`src/logic/dispatchPkg.sv`:
```
// Assumes four lanes, power-of-two queue capacities and occupancy counts that never exceed capacity
package dispatchPkg;

  // Group and checkpoint sizes
  localparam int DISPATCH_WIDTH  = 4;   // Lanes per group
  localparam int CHECKPOINTS     = 4;   // One mask bit per checkpoint
  localparam int CKPT_LOG        = 2;   // Enough to name every checkpoint

  // Back-end capacities
  localparam int SIZE_LSQ        = 16;  // Load queue and store queue each
  localparam int SIZE_ISSUEQ     = 32;
  localparam int SIZE_ACTIVELIST = 64;

  // Instruction field widths
  localparam int PC_W            = 32;
  localparam int OPCODE_W        = 8;
  localparam int IMM_W           = 16;
  localparam int PHYS_LOG        = 6;   // Physical register tag
  localparam int LOG_REG_LOG     = 5;   // Architectural register number

  // Occupancy counts run from zero up to and including the capacity
  localparam int LSQ_CNT_W       = $clog2(SIZE_LSQ) + 1;
  localparam int IQ_CNT_W        = $clog2(SIZE_ISSUEQ) + 1;
  localparam int AL_CNT_W        = $clog2(SIZE_ACTIVELIST) + 1;
  localparam int LANE_CNT_W      = $clog2(DISPATCH_WIDTH) + 1;  // Counts 0..DISPATCH_WIDTH

  // Per-lane payload fields
  typedef logic [PC_W-1:0]        pc_t;
  typedef logic [OPCODE_W-1:0]    opcode_t;
  typedef logic [IMM_W-1:0]       imm_t;
  typedef logic [PHYS_LOG-1:0]    physReg_t;
  typedef logic [LOG_REG_LOG-1:0] logReg_t;

  // Branch speculation tracking
  typedef logic [CKPT_LOG-1:0]    ckptId_t;
  typedef logic [CHECKPOINTS-1:0] branchMask_t;  // Bit set while the checkpoint is unresolved

  // Occupancy and group counts
  typedef logic [LSQ_CNT_W-1:0]   lsqCnt_t;   // 5 bits
  typedef logic [IQ_CNT_W-1:0]    iqCnt_t;    // 6 bits
  typedef logic [AL_CNT_W-1:0]    alCnt_t;    // 7 bits
  typedef logic [LANE_CNT_W-1:0]  laneCnt_t;  // 3 bits

endpackage

```
`src/logic/backEndSpaceCheck.sv`:
```
// Occupancy inputs must stay within capacity and a lane is never both a load and a store
`timescale 1ns/1ps

module backEndSpaceCheck (
  input  logic                 clk,
  input  logic                 rstN_i,
  input  logic                 isLoad_i  [dispatchPkg::DISPATCH_WIDTH],
  input  logic                 isStore_i [dispatchPkg::DISPATCH_WIDTH],
  input  dispatchPkg::lsqCnt_t loadQueueCnt_i,   // Entries in use in the load queue
  input  dispatchPkg::lsqCnt_t storeQueueCnt_i,  // Entries in use in the store queue
  input  dispatchPkg::iqCnt_t  issueQueueCnt_i,
  input  dispatchPkg::alCnt_t  activeListCnt_i,
  output logic                 spaceStall_o
);

  logic [dispatchPkg::DISPATCH_WIDTH-1:0] loadVec;   // Packed copy of the lane flags
  logic [dispatchPkg::DISPATCH_WIDTH-1:0] storeVec;
  dispatchPkg::laneCnt_t                  loadCnt;
  dispatchPkg::laneCnt_t                  storeCnt;
  logic                                   loadFull;
  logic                                   storeFull;
  logic                                   issueFull;
  logic                                   activeFull;

  always_comb begin : countLdSt
    loadCnt  = '0;
    storeCnt = '0;
    for (int l = 0; l < dispatchPkg::DISPATCH_WIDTH; l++) begin
      loadVec[l]  = isLoad_i[l];
      storeVec[l] = isStore_i[l];
      loadCnt     = loadCnt + dispatchPkg::laneCnt_t'(isLoad_i[l]);
      storeCnt    = storeCnt + dispatchPkg::laneCnt_t'(isStore_i[l]);
    end
  end

  // LSQ needs room only for the memory ops of the group
  assign loadFull   = (int'(loadQueueCnt_i) + int'(loadCnt)) > dispatchPkg::SIZE_LSQ;
  assign storeFull  = (int'(storeQueueCnt_i) + int'(storeCnt)) > dispatchPkg::SIZE_LSQ;

  // Issue queue and active list reserve a full group regardless of contents
  assign issueFull  = (int'(issueQueueCnt_i) + dispatchPkg::DISPATCH_WIDTH)
                      > dispatchPkg::SIZE_ISSUEQ;
  assign activeFull = (int'(activeListCnt_i) + dispatchPkg::DISPATCH_WIDTH)
                      > dispatchPkg::SIZE_ACTIVELIST;

  assign spaceStall_o = loadFull | storeFull | issueFull | activeFull;  // Exact fit still passes

  // The back end never reports more entries in use than it has
  occWithinCap: assert property (@(posedge clk) disable iff (!rstN_i)
    (loadQueueCnt_i <= dispatchPkg::SIZE_LSQ) &&
    (storeQueueCnt_i <= dispatchPkg::SIZE_LSQ) &&
    (issueQueueCnt_i <= dispatchPkg::SIZE_ISSUEQ) &&
    (activeListCnt_i <= dispatchPkg::SIZE_ACTIVELIST))
    else $error("[FAIL] occupancy lq=%0h sq=%0h iq=%0h al=%0h", loadQueueCnt_i,
                storeQueueCnt_i, issueQueueCnt_i, activeListCnt_i);

  // Rename marks each memory op as exactly one kind
  ldStExclusive: assert property (@(posedge clk) disable iff (!rstN_i)
    (loadVec & storeVec) == '0)
    else $error("[FAIL] lanes %0h flagged load and store", loadVec & storeVec);

endmodule

```
`src/logic/branchMaskUpdate.sv`:
```
// Only one branch verifies per cycle and ctrlVerifiedId_i is ignored while ctrlVerified_i is low
`timescale 1ns/1ps

module branchMaskUpdate (
  input  dispatchPkg::branchMask_t branchMask_i [dispatchPkg::DISPATCH_WIDTH],
  input  logic                     ctrlVerified_i,
  input  dispatchPkg::ckptId_t     ctrlVerifiedId_i,
  output dispatchPkg::branchMask_t branchMask_o [dispatchPkg::DISPATCH_WIDTH]
);

  dispatchPkg::branchMask_t clearMask;  // One-hot bit of the verified checkpoint

  always_comb begin : buildClear
    clearMask = '0;
    if (ctrlVerified_i) begin
      clearMask[ctrlVerifiedId_i] = 1'b1;
    end
  end

  // The same clear applies to every lane of the group
  always_comb begin : applyClear
    for (int l = 0; l < dispatchPkg::DISPATCH_WIDTH; l++) begin
      branchMask_o[l] = branchMask_i[l] & ~clearMask;  // Other checkpoints pass through
    end
  end

endmodule

```
`src/logic/dispatch.sv`:
```
// Accepts a whole group or nothing; outputs follow acceptance by one cycle and stall_i freezes them
`timescale 1ns/1ps

module dispatch (
  input  logic                     clk,
  input  logic                     rstN_i,
  input  logic                     stall_i,          // Back end cannot take the latched group
  input  logic                     renameReady_i,    // Group present from rename
  input  logic                     flagRecoverEX_i,  // Execute is redirecting the pipe
  input  logic                     ctrlVerified_i,
  input  dispatchPkg::ckptId_t     ctrlVerifiedId_i,
  input  dispatchPkg::pc_t         pc_i          [dispatchPkg::DISPATCH_WIDTH],
  input  dispatchPkg::opcode_t     opcode_i      [dispatchPkg::DISPATCH_WIDTH],
  input  dispatchPkg::imm_t        imm_i         [dispatchPkg::DISPATCH_WIDTH],
  input  dispatchPkg::logReg_t     logDest_i     [dispatchPkg::DISPATCH_WIDTH],
  input  dispatchPkg::physReg_t    physSrc1_i    [dispatchPkg::DISPATCH_WIDTH],
  input  dispatchPkg::physReg_t    physSrc2_i    [dispatchPkg::DISPATCH_WIDTH],
  input  dispatchPkg::physReg_t    physDest_i    [dispatchPkg::DISPATCH_WIDTH],
  input  dispatchPkg::physReg_t    physOldDest_i [dispatchPkg::DISPATCH_WIDTH],
  input  dispatchPkg::ckptId_t     ckptId_i      [dispatchPkg::DISPATCH_WIDTH],
  input  dispatchPkg::branchMask_t branchMask_i  [dispatchPkg::DISPATCH_WIDTH],
  input  logic                     isLoad_i      [dispatchPkg::DISPATCH_WIDTH],
  input  logic                     isStore_i     [dispatchPkg::DISPATCH_WIDTH],
  input  dispatchPkg::lsqCnt_t     loadQueueCnt_i,
  input  dispatchPkg::lsqCnt_t     storeQueueCnt_i,
  input  dispatchPkg::iqCnt_t      issueQueueCnt_i,
  input  dispatchPkg::alCnt_t      activeListCnt_i,
  output logic                     backEndReady_o,   // Group accepted on this edge
  output logic                     stallFrontEnd_o,
  output dispatchPkg::branchMask_t updatedBranchMask_o [dispatchPkg::DISPATCH_WIDTH],
  output logic                     dispatchValid_o,
  output dispatchPkg::pc_t         pc_o          [dispatchPkg::DISPATCH_WIDTH],
  output dispatchPkg::opcode_t     opcode_o      [dispatchPkg::DISPATCH_WIDTH],
  output dispatchPkg::imm_t        imm_o         [dispatchPkg::DISPATCH_WIDTH],
  output dispatchPkg::logReg_t     logDest_o     [dispatchPkg::DISPATCH_WIDTH],
  output dispatchPkg::physReg_t    physSrc1_o    [dispatchPkg::DISPATCH_WIDTH],
  output dispatchPkg::physReg_t    physSrc2_o    [dispatchPkg::DISPATCH_WIDTH],
  output dispatchPkg::physReg_t    physDest_o    [dispatchPkg::DISPATCH_WIDTH],
  output dispatchPkg::physReg_t    physOldDest_o [dispatchPkg::DISPATCH_WIDTH],
  output dispatchPkg::ckptId_t     ckptId_o      [dispatchPkg::DISPATCH_WIDTH],
  output dispatchPkg::branchMask_t branchMask_o  [dispatchPkg::DISPATCH_WIDTH],
  output logic                     isLoad_o      [dispatchPkg::DISPATCH_WIDTH],
  output logic                     isStore_o     [dispatchPkg::DISPATCH_WIDTH]
);

  logic spaceStall;  // Some back-end structure lacks room for the group

  // Updated masks go back to the rename/dispatch register and into the latch
  branchMaskUpdate maskUpdate_i (
    .branchMask_i     (branchMask_i),
    .ctrlVerified_i   (ctrlVerified_i),
    .ctrlVerifiedId_i (ctrlVerifiedId_i),
    .branchMask_o     (updatedBranchMask_o)
  );

  backEndSpaceCheck spaceCheck_i (
    .clk             (clk),
    .rstN_i          (rstN_i),
    .isLoad_i        (isLoad_i),
    .isStore_i       (isStore_i),
    .loadQueueCnt_i  (loadQueueCnt_i),
    .storeQueueCnt_i (storeQueueCnt_i),
    .issueQueueCnt_i (issueQueueCnt_i),
    .activeListCnt_i (activeListCnt_i),
    .spaceStall_o    (spaceStall)
  );

  // Recovery and back-pressure block acceptance but do not stall the front end
  assign stallFrontEnd_o = spaceStall;
  assign backEndReady_o  = renameReady_i & ~spaceStall & ~flagRecoverEX_i & ~stall_i;

  dispatchLatch latch_i (
    .clk           (clk),
    .rstN_i        (rstN_i),
    .load_i        (backEndReady_o),
    .hold_i        (stall_i),
    .pc_i          (pc_i),
    .opcode_i      (opcode_i),
    .imm_i         (imm_i),
    .logDest_i     (logDest_i),
    .physSrc1_i    (physSrc1_i),
    .physSrc2_i    (physSrc2_i),
    .physDest_i    (physDest_i),
    .physOldDest_i (physOldDest_i),
    .ckptId_i      (ckptId_i),
    .branchMask_i  (updatedBranchMask_o),
    .isLoad_i      (isLoad_i),
    .isStore_i     (isStore_i),
    .valid_o       (dispatchValid_o),
    .pc_o          (pc_o),
    .opcode_o      (opcode_o),
    .imm_o         (imm_o),
    .logDest_o     (logDest_o),
    .physSrc1_o    (physSrc1_o),
    .physSrc2_o    (physSrc2_o),
    .physDest_o    (physDest_o),
    .physOldDest_o (physOldDest_o),
    .ckptId_o      (ckptId_o),
    .branchMask_o  (branchMask_o),
    .isLoad_o      (isLoad_o),
    .isStore_o     (isStore_o)
  );

endmodule

```
`src/logic/dispatchLatch.sv`:
```
// Holds one group only; hold_i freezes contents and valid, and reset zeroes the fields
`timescale 1ns/1ps

module dispatchLatch (
  input  logic                     clk,
  input  logic                     rstN_i,
  input  logic                     load_i,  // Group accepted this cycle
  input  logic                     hold_i,  // Back end not taking the current group
  input  dispatchPkg::pc_t         pc_i          [dispatchPkg::DISPATCH_WIDTH],
  input  dispatchPkg::opcode_t     opcode_i      [dispatchPkg::DISPATCH_WIDTH],
  input  dispatchPkg::imm_t        imm_i         [dispatchPkg::DISPATCH_WIDTH],
  input  dispatchPkg::logReg_t     logDest_i     [dispatchPkg::DISPATCH_WIDTH],
  input  dispatchPkg::physReg_t    physSrc1_i    [dispatchPkg::DISPATCH_WIDTH],
  input  dispatchPkg::physReg_t    physSrc2_i    [dispatchPkg::DISPATCH_WIDTH],
  input  dispatchPkg::physReg_t    physDest_i    [dispatchPkg::DISPATCH_WIDTH],
  input  dispatchPkg::physReg_t    physOldDest_i [dispatchPkg::DISPATCH_WIDTH],
  input  dispatchPkg::ckptId_t     ckptId_i      [dispatchPkg::DISPATCH_WIDTH],
  input  dispatchPkg::branchMask_t branchMask_i  [dispatchPkg::DISPATCH_WIDTH],  // Already updated
  input  logic                     isLoad_i      [dispatchPkg::DISPATCH_WIDTH],
  input  logic                     isStore_i     [dispatchPkg::DISPATCH_WIDTH],
  output logic                     valid_o,
  output dispatchPkg::pc_t         pc_o          [dispatchPkg::DISPATCH_WIDTH],
  output dispatchPkg::opcode_t     opcode_o      [dispatchPkg::DISPATCH_WIDTH],
  output dispatchPkg::imm_t        imm_o         [dispatchPkg::DISPATCH_WIDTH],
  output dispatchPkg::logReg_t     logDest_o     [dispatchPkg::DISPATCH_WIDTH],
  output dispatchPkg::physReg_t    physSrc1_o    [dispatchPkg::DISPATCH_WIDTH],
  output dispatchPkg::physReg_t    physSrc2_o    [dispatchPkg::DISPATCH_WIDTH],
  output dispatchPkg::physReg_t    physDest_o    [dispatchPkg::DISPATCH_WIDTH],
  output dispatchPkg::physReg_t    physOldDest_o [dispatchPkg::DISPATCH_WIDTH],
  output dispatchPkg::ckptId_t     ckptId_o      [dispatchPkg::DISPATCH_WIDTH],
  output dispatchPkg::branchMask_t branchMask_o  [dispatchPkg::DISPATCH_WIDTH],
  output logic                     isLoad_o      [dispatchPkg::DISPATCH_WIDTH],
  output logic                     isStore_o     [dispatchPkg::DISPATCH_WIDTH]
);

  always_ff @(posedge clk or negedge rstN_i) begin : validReg
    if (!rstN_i) begin
      valid_o <= 1'b0;
    end else if (!hold_i) begin
      valid_o <= load_i;  // Slot drains unless a new group comes in
    end
  end

  always_ff @(posedge clk or negedge rstN_i) begin : fieldReg
    if (!rstN_i) begin
      pc_o          <= '{default: '0};
      opcode_o      <= '{default: '0};
      imm_o         <= '{default: '0};
      logDest_o     <= '{default: '0};
      physSrc1_o    <= '{default: '0};
      physSrc2_o    <= '{default: '0};
      physDest_o    <= '{default: '0};
      physOldDest_o <= '{default: '0};
      ckptId_o      <= '{default: '0};
      branchMask_o  <= '{default: '0};
      isLoad_o      <= '{default: 1'b0};
      isStore_o     <= '{default: 1'b0};
    end else if (load_i && !hold_i) begin
      pc_o          <= pc_i;
      opcode_o      <= opcode_i;
      imm_o         <= imm_i;
      logDest_o     <= logDest_i;
      physSrc1_o    <= physSrc1_i;
      physSrc2_o    <= physSrc2_i;
      physDest_o    <= physDest_i;
      physOldDest_o <= physOldDest_i;
      ckptId_o      <= ckptId_i;
      branchMask_o  <= branchMask_i;
      isLoad_o      <= isLoad_i;
      isStore_o     <= isStore_i;
    end
  end

  // The top must never accept a group while the back end is stalled
  noLoadWhileHeld: assert property (@(posedge clk) disable iff (!rstN_i)
    !(load_i && hold_i))
    else $error("[FAIL] load_i=%0h with hold_i=%0h", load_i, hold_i);

endmodule

```
`config.mk`:
```
export PLATFORM = sky130hd
export DESIGN_NAME = dispatch
export DESIGN_NICKNAME = d
export VERILOG_FILES = /design/src/logic/dispatchPkg.sv /design/src/logic/backEndSpaceCheck.sv /design/src/logic/branchMaskUpdate.sv /design/src/logic/dispatch.sv /design/src/logic/dispatchLatch.sv
export SDC_FILE = /design/constraint.sdc
export NUM_CORES = 1
export LEC_CHECK = 0
export ABC_AREA = 1
export ABC_CLOCK_PERIOD_IN_PS = 4390
export BUFFER_PORTS_ARGS = -buffer_cell sky130_fd_sc_hd__buf_2
export CAP_MARGIN = 15
export CORE_AREA = 4 4 305 307
export CTS_BUF_LIST = sky130_fd_sc_hd__clkbuf_8
export DETAILED_ROUTE_END_ITERATION = 7
export DIE_AREA = 0 0 309 311
export SLEW_MARGIN = 20
export SYNTH_ARGS = -nofsm -noshare
export SYNTH_HDL_FRONTEND = slang
export SYNTH_SLANG_ARGS = --single-unit
```
`constraint.sdc`:
```
create_clock -name clk -period 4.39 [get_ports clk]
set_input_delay 0.6585 -clock clk [delete_from_list [all_inputs] [get_ports clk]]
set_output_delay 0.6585 -clock clk [all_outputs]
set_load 0.01 [all_outputs]
```
* Word-level counts from Yosys, hierarchy flattened
Index checks and enable logic that the tools add are counted.
** Storage, ports and cells
- Bits in registers :: 373
- Bits in latches :: 0
- Memory bits (writable) :: 0
- Memory bits (read-only) :: 0
- Bits of input ports :: 403
- Memories kept :: 0
** Cells by class
- Add/subtract/negate cells :: 10
- Multiply operators :: 0
- Divide/modulo/power cells :: 0
- Magnitude comparators :: 6
- Equality and inequality tests :: 0
- Shifts and indexed selects :: 0
- Muxes and demuxes :: 3
- Bitwise logic cells :: 14
- Reduce and logical (&&, ||, !) cells :: 3
** Operators with widths (count)
- 32-bit by 6-bit greater-than comparator with 1-bit output, second input constant :: 2
- 32-bit by 7-bit greater-than comparator with 1-bit output, second input constant :: 1
- 32-bit by 8-bit greater-than comparator with 1-bit output, second input constant :: 1
- 4-bit AND :: 4
- 3-bit by 1-bit adder with 3-bit output :: 4
- 5-bit by 3-bit adder with 6-bit output :: 2
- 7-bit by 3-bit adder with 8-bit output, second input constant :: 1
- 6-bit by 3-bit adder with 7-bit output, second input constant :: 1
- 1-bit by 1-bit adder with 2-bit output :: 2
- 4-bit two-way mux :: 1
- 4-bit inverter :: 1
- 1-bit AND :: 3
- 2-bit by 3-bit < comparator with 1-bit output, second input constant :: 1
- 1-bit inverter :: 3
- 1-bit bitwise OR :: 3
- 1-bit demux with 2-bit select :: 1
- 2-bit by 1-bit greater-or-equal comparator with 1-bit output, second input constant :: 1
- 1-bit logical AND :: 2
- 1-bit zero test :: 1
- 1-bit two-way mux :: 1

* Depth between registers and ports, before layout
- Word-level depth :: 13
- Mapped depth :: 19
- Depth with buffers taken out :: 17

* Modules after synthesis
A second synthesis with hierarchy kept.
** Second synthesis, totals
- Cells, all modules :: 1728
- Area, all modules :: 15179.6 sq um
** Modules (own cells, without submodules)
- dispatchLatch :: times used 1, cells an instance 1616, area each 14592.7 sq um, sequential area each 9334.0 sq um
- backEndSpaceCheck :: times used 1, cells an instance 68, area each 411.6 sq um, sequential area each 0.0 sq um
- branchMaskUpdate :: times used 1, cells an instance 38, area each 152.6 sq um, sequential area each 0.0 sq um
- dispatch :: times used 1, cells an instance 6, area each 22.5 sq um, sequential area each 0.0 sq um

* Worst setup path after synthesis
Ideal clock, no wire load.
- Path type :: in2out
- Start point :: in isLoad_i[2] (netlist name)
- End point :: out stallFrontEnd_o
- Arrival :: 3044 ps
- Data required time :: 3732 ps
- Slack :: 688 ps
- Stages on the path :: 14
- Path through :: ha_1 > inv_1 > fa_1 > inv_1 > ha_1 > inv_1 > fa_1 > nand2_1 > a21oi_1 > nand3_1 > nand2_2 > buf_2 > buf_1 > nand2_1
** Between the ends
- Longest elaborated chain between the ends :: 8
** RTL lines
- start, declared :: line dispatch.sv:22 : input logic isLoad_i [dispatchPkg::DISPATCH_WIDTH],
- 1-bit by 1-bit adder with 2-bit output :: line backEndSpaceCheck.sv:31 : loadCnt = loadCnt + dispatchPkg::laneCnt_t'(isLoad_i[l]);
- 3-bit by 1-bit adder with 3-bit output (2 in series) :: line backEndSpaceCheck.sv:31
- 5-bit by 3-bit adder with 6-bit output :: line backEndSpaceCheck.sv:37 : assign loadFull = (int'(loadQueueCnt_i) + int'(loadCnt)) > dispatchPkg::SIZE_LSQ;
- 32-bit by 6-bit greater-than comparator with 1-bit output :: line backEndSpaceCheck.sv:37
- 1-bit bitwise OR (3 in series) :: line backEndSpaceCheck.sv:46 : assign spaceStall_o = loadFull | storeFull | issueFull | activeFull;
- end, declared :: line dispatch.sv:29 : output logic stallFrontEnd_o,
No other way between the ends.

* Final worst setup path
- Start point :: in isLoad_i[2] (netlist name)
- End point :: out backEndReady_o
** Between the ends
- Longest elaborated chain between the ends :: 12
** RTL lines
- 1-bit by 1-bit adder with 2-bit output :: line backEndSpaceCheck.sv:31
- 3-bit by 1-bit adder with 3-bit output (2 in series) :: line backEndSpaceCheck.sv:31
- 5-bit by 3-bit adder with 6-bit output :: line backEndSpaceCheck.sv:37
- 32-bit by 6-bit greater-than comparator with 1-bit output :: line backEndSpaceCheck.sv:37
- 1-bit bitwise OR (3 in series) :: line backEndSpaceCheck.sv:46
- 1-bit inverter :: line dispatch.sv:70 : assign backEndReady_o = renameReady_i & ~spaceStall & ~flagRecoverEX_i & ~stall_i;
- 1-bit AND (3 in series) :: line dispatch.sv:70
- end, declared :: line dispatch.sv:28 : output logic backEndReady_o,
No other way between the ends.

==> flow_summary_export.csv <==
group,metric,value,unit
power,switchingPower,3.621,mW
cts,cts_buffers,69,
grt,grt_antenna_before_repair,15,
setup_path,worstSetupStartpointType,"primary input",
sta,fmax,252.1,MHz
yosys,netlist_area,16330,µm²
drt,remaining_drc_errors,0,
placement,io_buffers,793,
power,p_leak,13.38,nW
cts,cts_setup_buffers,0,
layout,multi_input_area,5779,µm²
power,combPwrFrac,0.249,
cts,clock_latency,0.67,ns
yosys,yosys_warnings,0,
floorplanning,io_pins,794,
yosys,synth_nets,2231,
power,switching_share,0.3343,
grt,gr-total-overflow,0,
floorplanning,initial_utilization,0.1815,
yosys,yosys.cell_types.count,24,
cts,cts_tree,"done",
drt,wl_per_cell,17.25,µm
floorplanning,core_area,90010,µm²
grt,grt_pass1_vias,16120,
power,clkPwrFrac,0.331,
cts,clkSlewWorstSetupHoldPaths,0.06,ns
sta,finalSetupViolCount,0,
sta,finalSetupTns,0,ns
drt,ant_nets,0,
cts,clock_path_buffers,3,
placement,post_dp_cell_area,21360,µm²
cts,clock_sinks,373,
placement,place_congestion,0.8354,
layout,fillers,9835,
placement,hpwl,46600,µm
yosys,ys_ff_latch,373,
drt,drt-pass1-iter-count,5,
sta,period_share,0.9035,
layout,fin_nets,2980,
yosys,ys_seq_area_frac,0.5714,
sta,worstMarginPinSlew,0.9057,ns
sta,fin_crit,3.966,ns
setup_path,crit_arrival,3.31,ns
sta,fin_worst_skew,0,ns
sta,rsz0062_at_grt,"false",
sta,worst_hold_slack,0.2204,ns
yosys,synth_area_per_cell,9.005,µm²
power,peakVddDrop,0.2068,mV
job,drv_cap,0,
drt,dr_total_vias,16300,
status,status,"finished clean",
setup_path,end_kind,"output pin",
layout,area_delta_synth_final,39.98,%
layout,regArea,9334,µm²
yosys,yosys.area.top_type,"dfrtp_1",
floorplanning,num_rows,110,
floorplanning,fp.dieH,311,µm
sta,final_hold_viol_count,0,
cts,clock_tree.root_cell,"clkbuf_8",
layout,drive_gt1_frac,0.3646,
grt,grt_pass1_wl,97610,µm
setup_path,worst_ep_required_time,3.73,ns
grt,grt_max_degree,126,
yosys,yosysTopAreaCellShare,0.5714,
setup_path,worstSetupPathType,"in2out",
drt,vias_per_cell,4.289,
drt,drt_iter0_markers,1149,
grt,grtUsageTotal,0.1295,
power,intPower,7.212,mW
cts,post_cts_resized,0,
floorplanning,chipWidth,309,µm
sta,drv_slew,0,
sta,slew_headroom,0.3962,
worst_hold_path,hp-class,"in2reg",
floorplanning,die-area,96100,µm²
drt,finalWirelength,65550,µm
layout,fin_area,22860,µm²
yosys,synthTopCellsByArea,"dfrtp_1 57%, nand2_1 18%, nand4_1 14%, buf_6 2.6%, buf_2 2.2%",
cts,cts_max_level,3,
power,seqPwrFrac,0.420,
setup_path,path_max_fanout,4,
yosys,synthesis.instances,1814,
power,power-per-cell-area,473.8,nW/µm²
## flip-flops by register name, indices dropped and copies added (netlist names)
signal                 cells
latch_i.imm_o             64
latch_i.physDest_o        24
latch_i.logDest_o         20
latch_i.physSrc1_o        24
latch_i.physOldDest_o     24
latch_i.pc_o             128
latch_i.opcode_o          32
latch_i.isStore_o          4
latch_i.valid_o            1
latch_i.branchMask_o      16
latch_i.ckptId_o           8
latch_i.physSrc2_o        24
latch_i.isLoad_o           4
## layout by cell type, fill, tap and decap left out, types with 12 or more instances in the layout
cell type / netlist / layout
diode_2: 0 / 14
dfrtp_1: 373 / 373
buf_12: 0 / 19
nand2_1: 796 / 796
nor2_1: 17 / 16
clkbuf_8: 0 / 86
inv_1: 50 / 68
nand4_1: 373 / 373
buf_4: 9 / 29
buf_2: 72 / 792
nand3_1: 12 / 12
## worst max-delay path, cell delays in order
cell and delay [ns]:
buf_2 0.11, ha_1 0.29, inv_1 0.07, fa_1 0.40, inv_1 0.07, ha_1 0.19
inv_1 0.06, fa_1 0.48, nand2_1 0.06, a21oi_1 0.12, nand3_1 0.19, nand2_8 0.13
nand4_4 0.16, inv_2 0.14, buf_2 0.17
## power groups by stage
stage | Clock, mW | Sequential (mW) | Combinational [mW]
global route | 3.90 | 4.63 | 2.98
finish | 3.58 | 4.55 | 2.70
detailed placement | 0 | 4.58 | 2.74
global placement | 0 | 4.59 | 2.69
floorplan | 0 | 4.93 | 0.960
CTS | 3.73 | 4.55 | 2.74
## worst paths after layout
| check | slack [ns] | cells past startpoint | endpoint | startpoint |
|---|---|---|---|---|
| min in group asynchronous | 0.58 | 2 | latch_i.physSrc1_o[21] | rstN_i |
| max in group asynchronous | 2.73 | 3 | latch_i.pc_o[63] | rstN_i |
| worst max register to register | 3.71 | 2 | latch_i.branchMask_o[8] | latch_i.branchMask_o[8] |
| worst min register to register | 0.47 | 2 | latch_i.imm_o[50] | latch_i.imm_o[50] |
| worst min-delay path | 0.22 | 3 | latch_i.ckptId_o[7] | ckptId_i[7] |
| worst max-delay path | 0.42 | 15 | backEndReady_o | isLoad_i[2] |
## logic make-up after synthesis
group | share of synthesized area
adders and majority gates | 0.01256
and+or+nand+nor | 0.3385
AOI/OAI and AO/OA | 0.0003061
DFF | 0.5714
buffers and inverters | 0.07721
## cell usage after synthesis, drive strengths merged
cell type,number
nand2,797
nand4,374
dfrtp,373
buf,125
inv,53
clkbuf,39
nor2,18
nand3,13
ha,10
fa,4
nor3,3
or2,2
a21oi,1
clkinv,1
nand3b,1
## timing repair
action / in CTS / in global routing
hold buffers: 1 / 0
setup endpoints to repair: 0 / 0
endpoints found under the hold margin: 5 / 0
## layout make-up
class | count | area share
flip-flops and latches | 373 | 0.4082
multi-input cells | 1223 | 0.2528
repair buffers | 842 | 0.2006
well taps | 1176 | 0.06435
clock buffers | 86 | 0.05177
clock inverters | 33 | 0.01187
inverters | 54 | 0.008865
diodes | 14 | 0.001532
## per-layer routing
| metal | vias to the layer above | GRT usage | wire length [µm] |
|---|---|---|---|
| li1 | 7620 | - | - |
| met1 | 7813 | 0.1553 | 26020 |
| met2 | 733 | 0.2155 | 31770 |
| met3 | 137 | 0.03383 | 5177 |
| met4 | 0 | 0.06213 | 2585 |
| met5 | - | 0 | 0 |
## per-stage QoR
stage          total power [mW]  cells  setup WS (ns)    util
2_1_floorplan             5.890   1814         0.6879       -
3_3_place_gp              7.287   3667         0.3427  0.2374
4_1_cts                   11.02   3787         0.4156  0.2536
3_5_place_dp              7.320   3667         0.3162  0.2374
5_1_grt                   11.51   3800         0.2470  0.2540
6_report                  10.83   3801         0.4237  0.2540
Note: power is estimated with default switching activity, not from simulation.
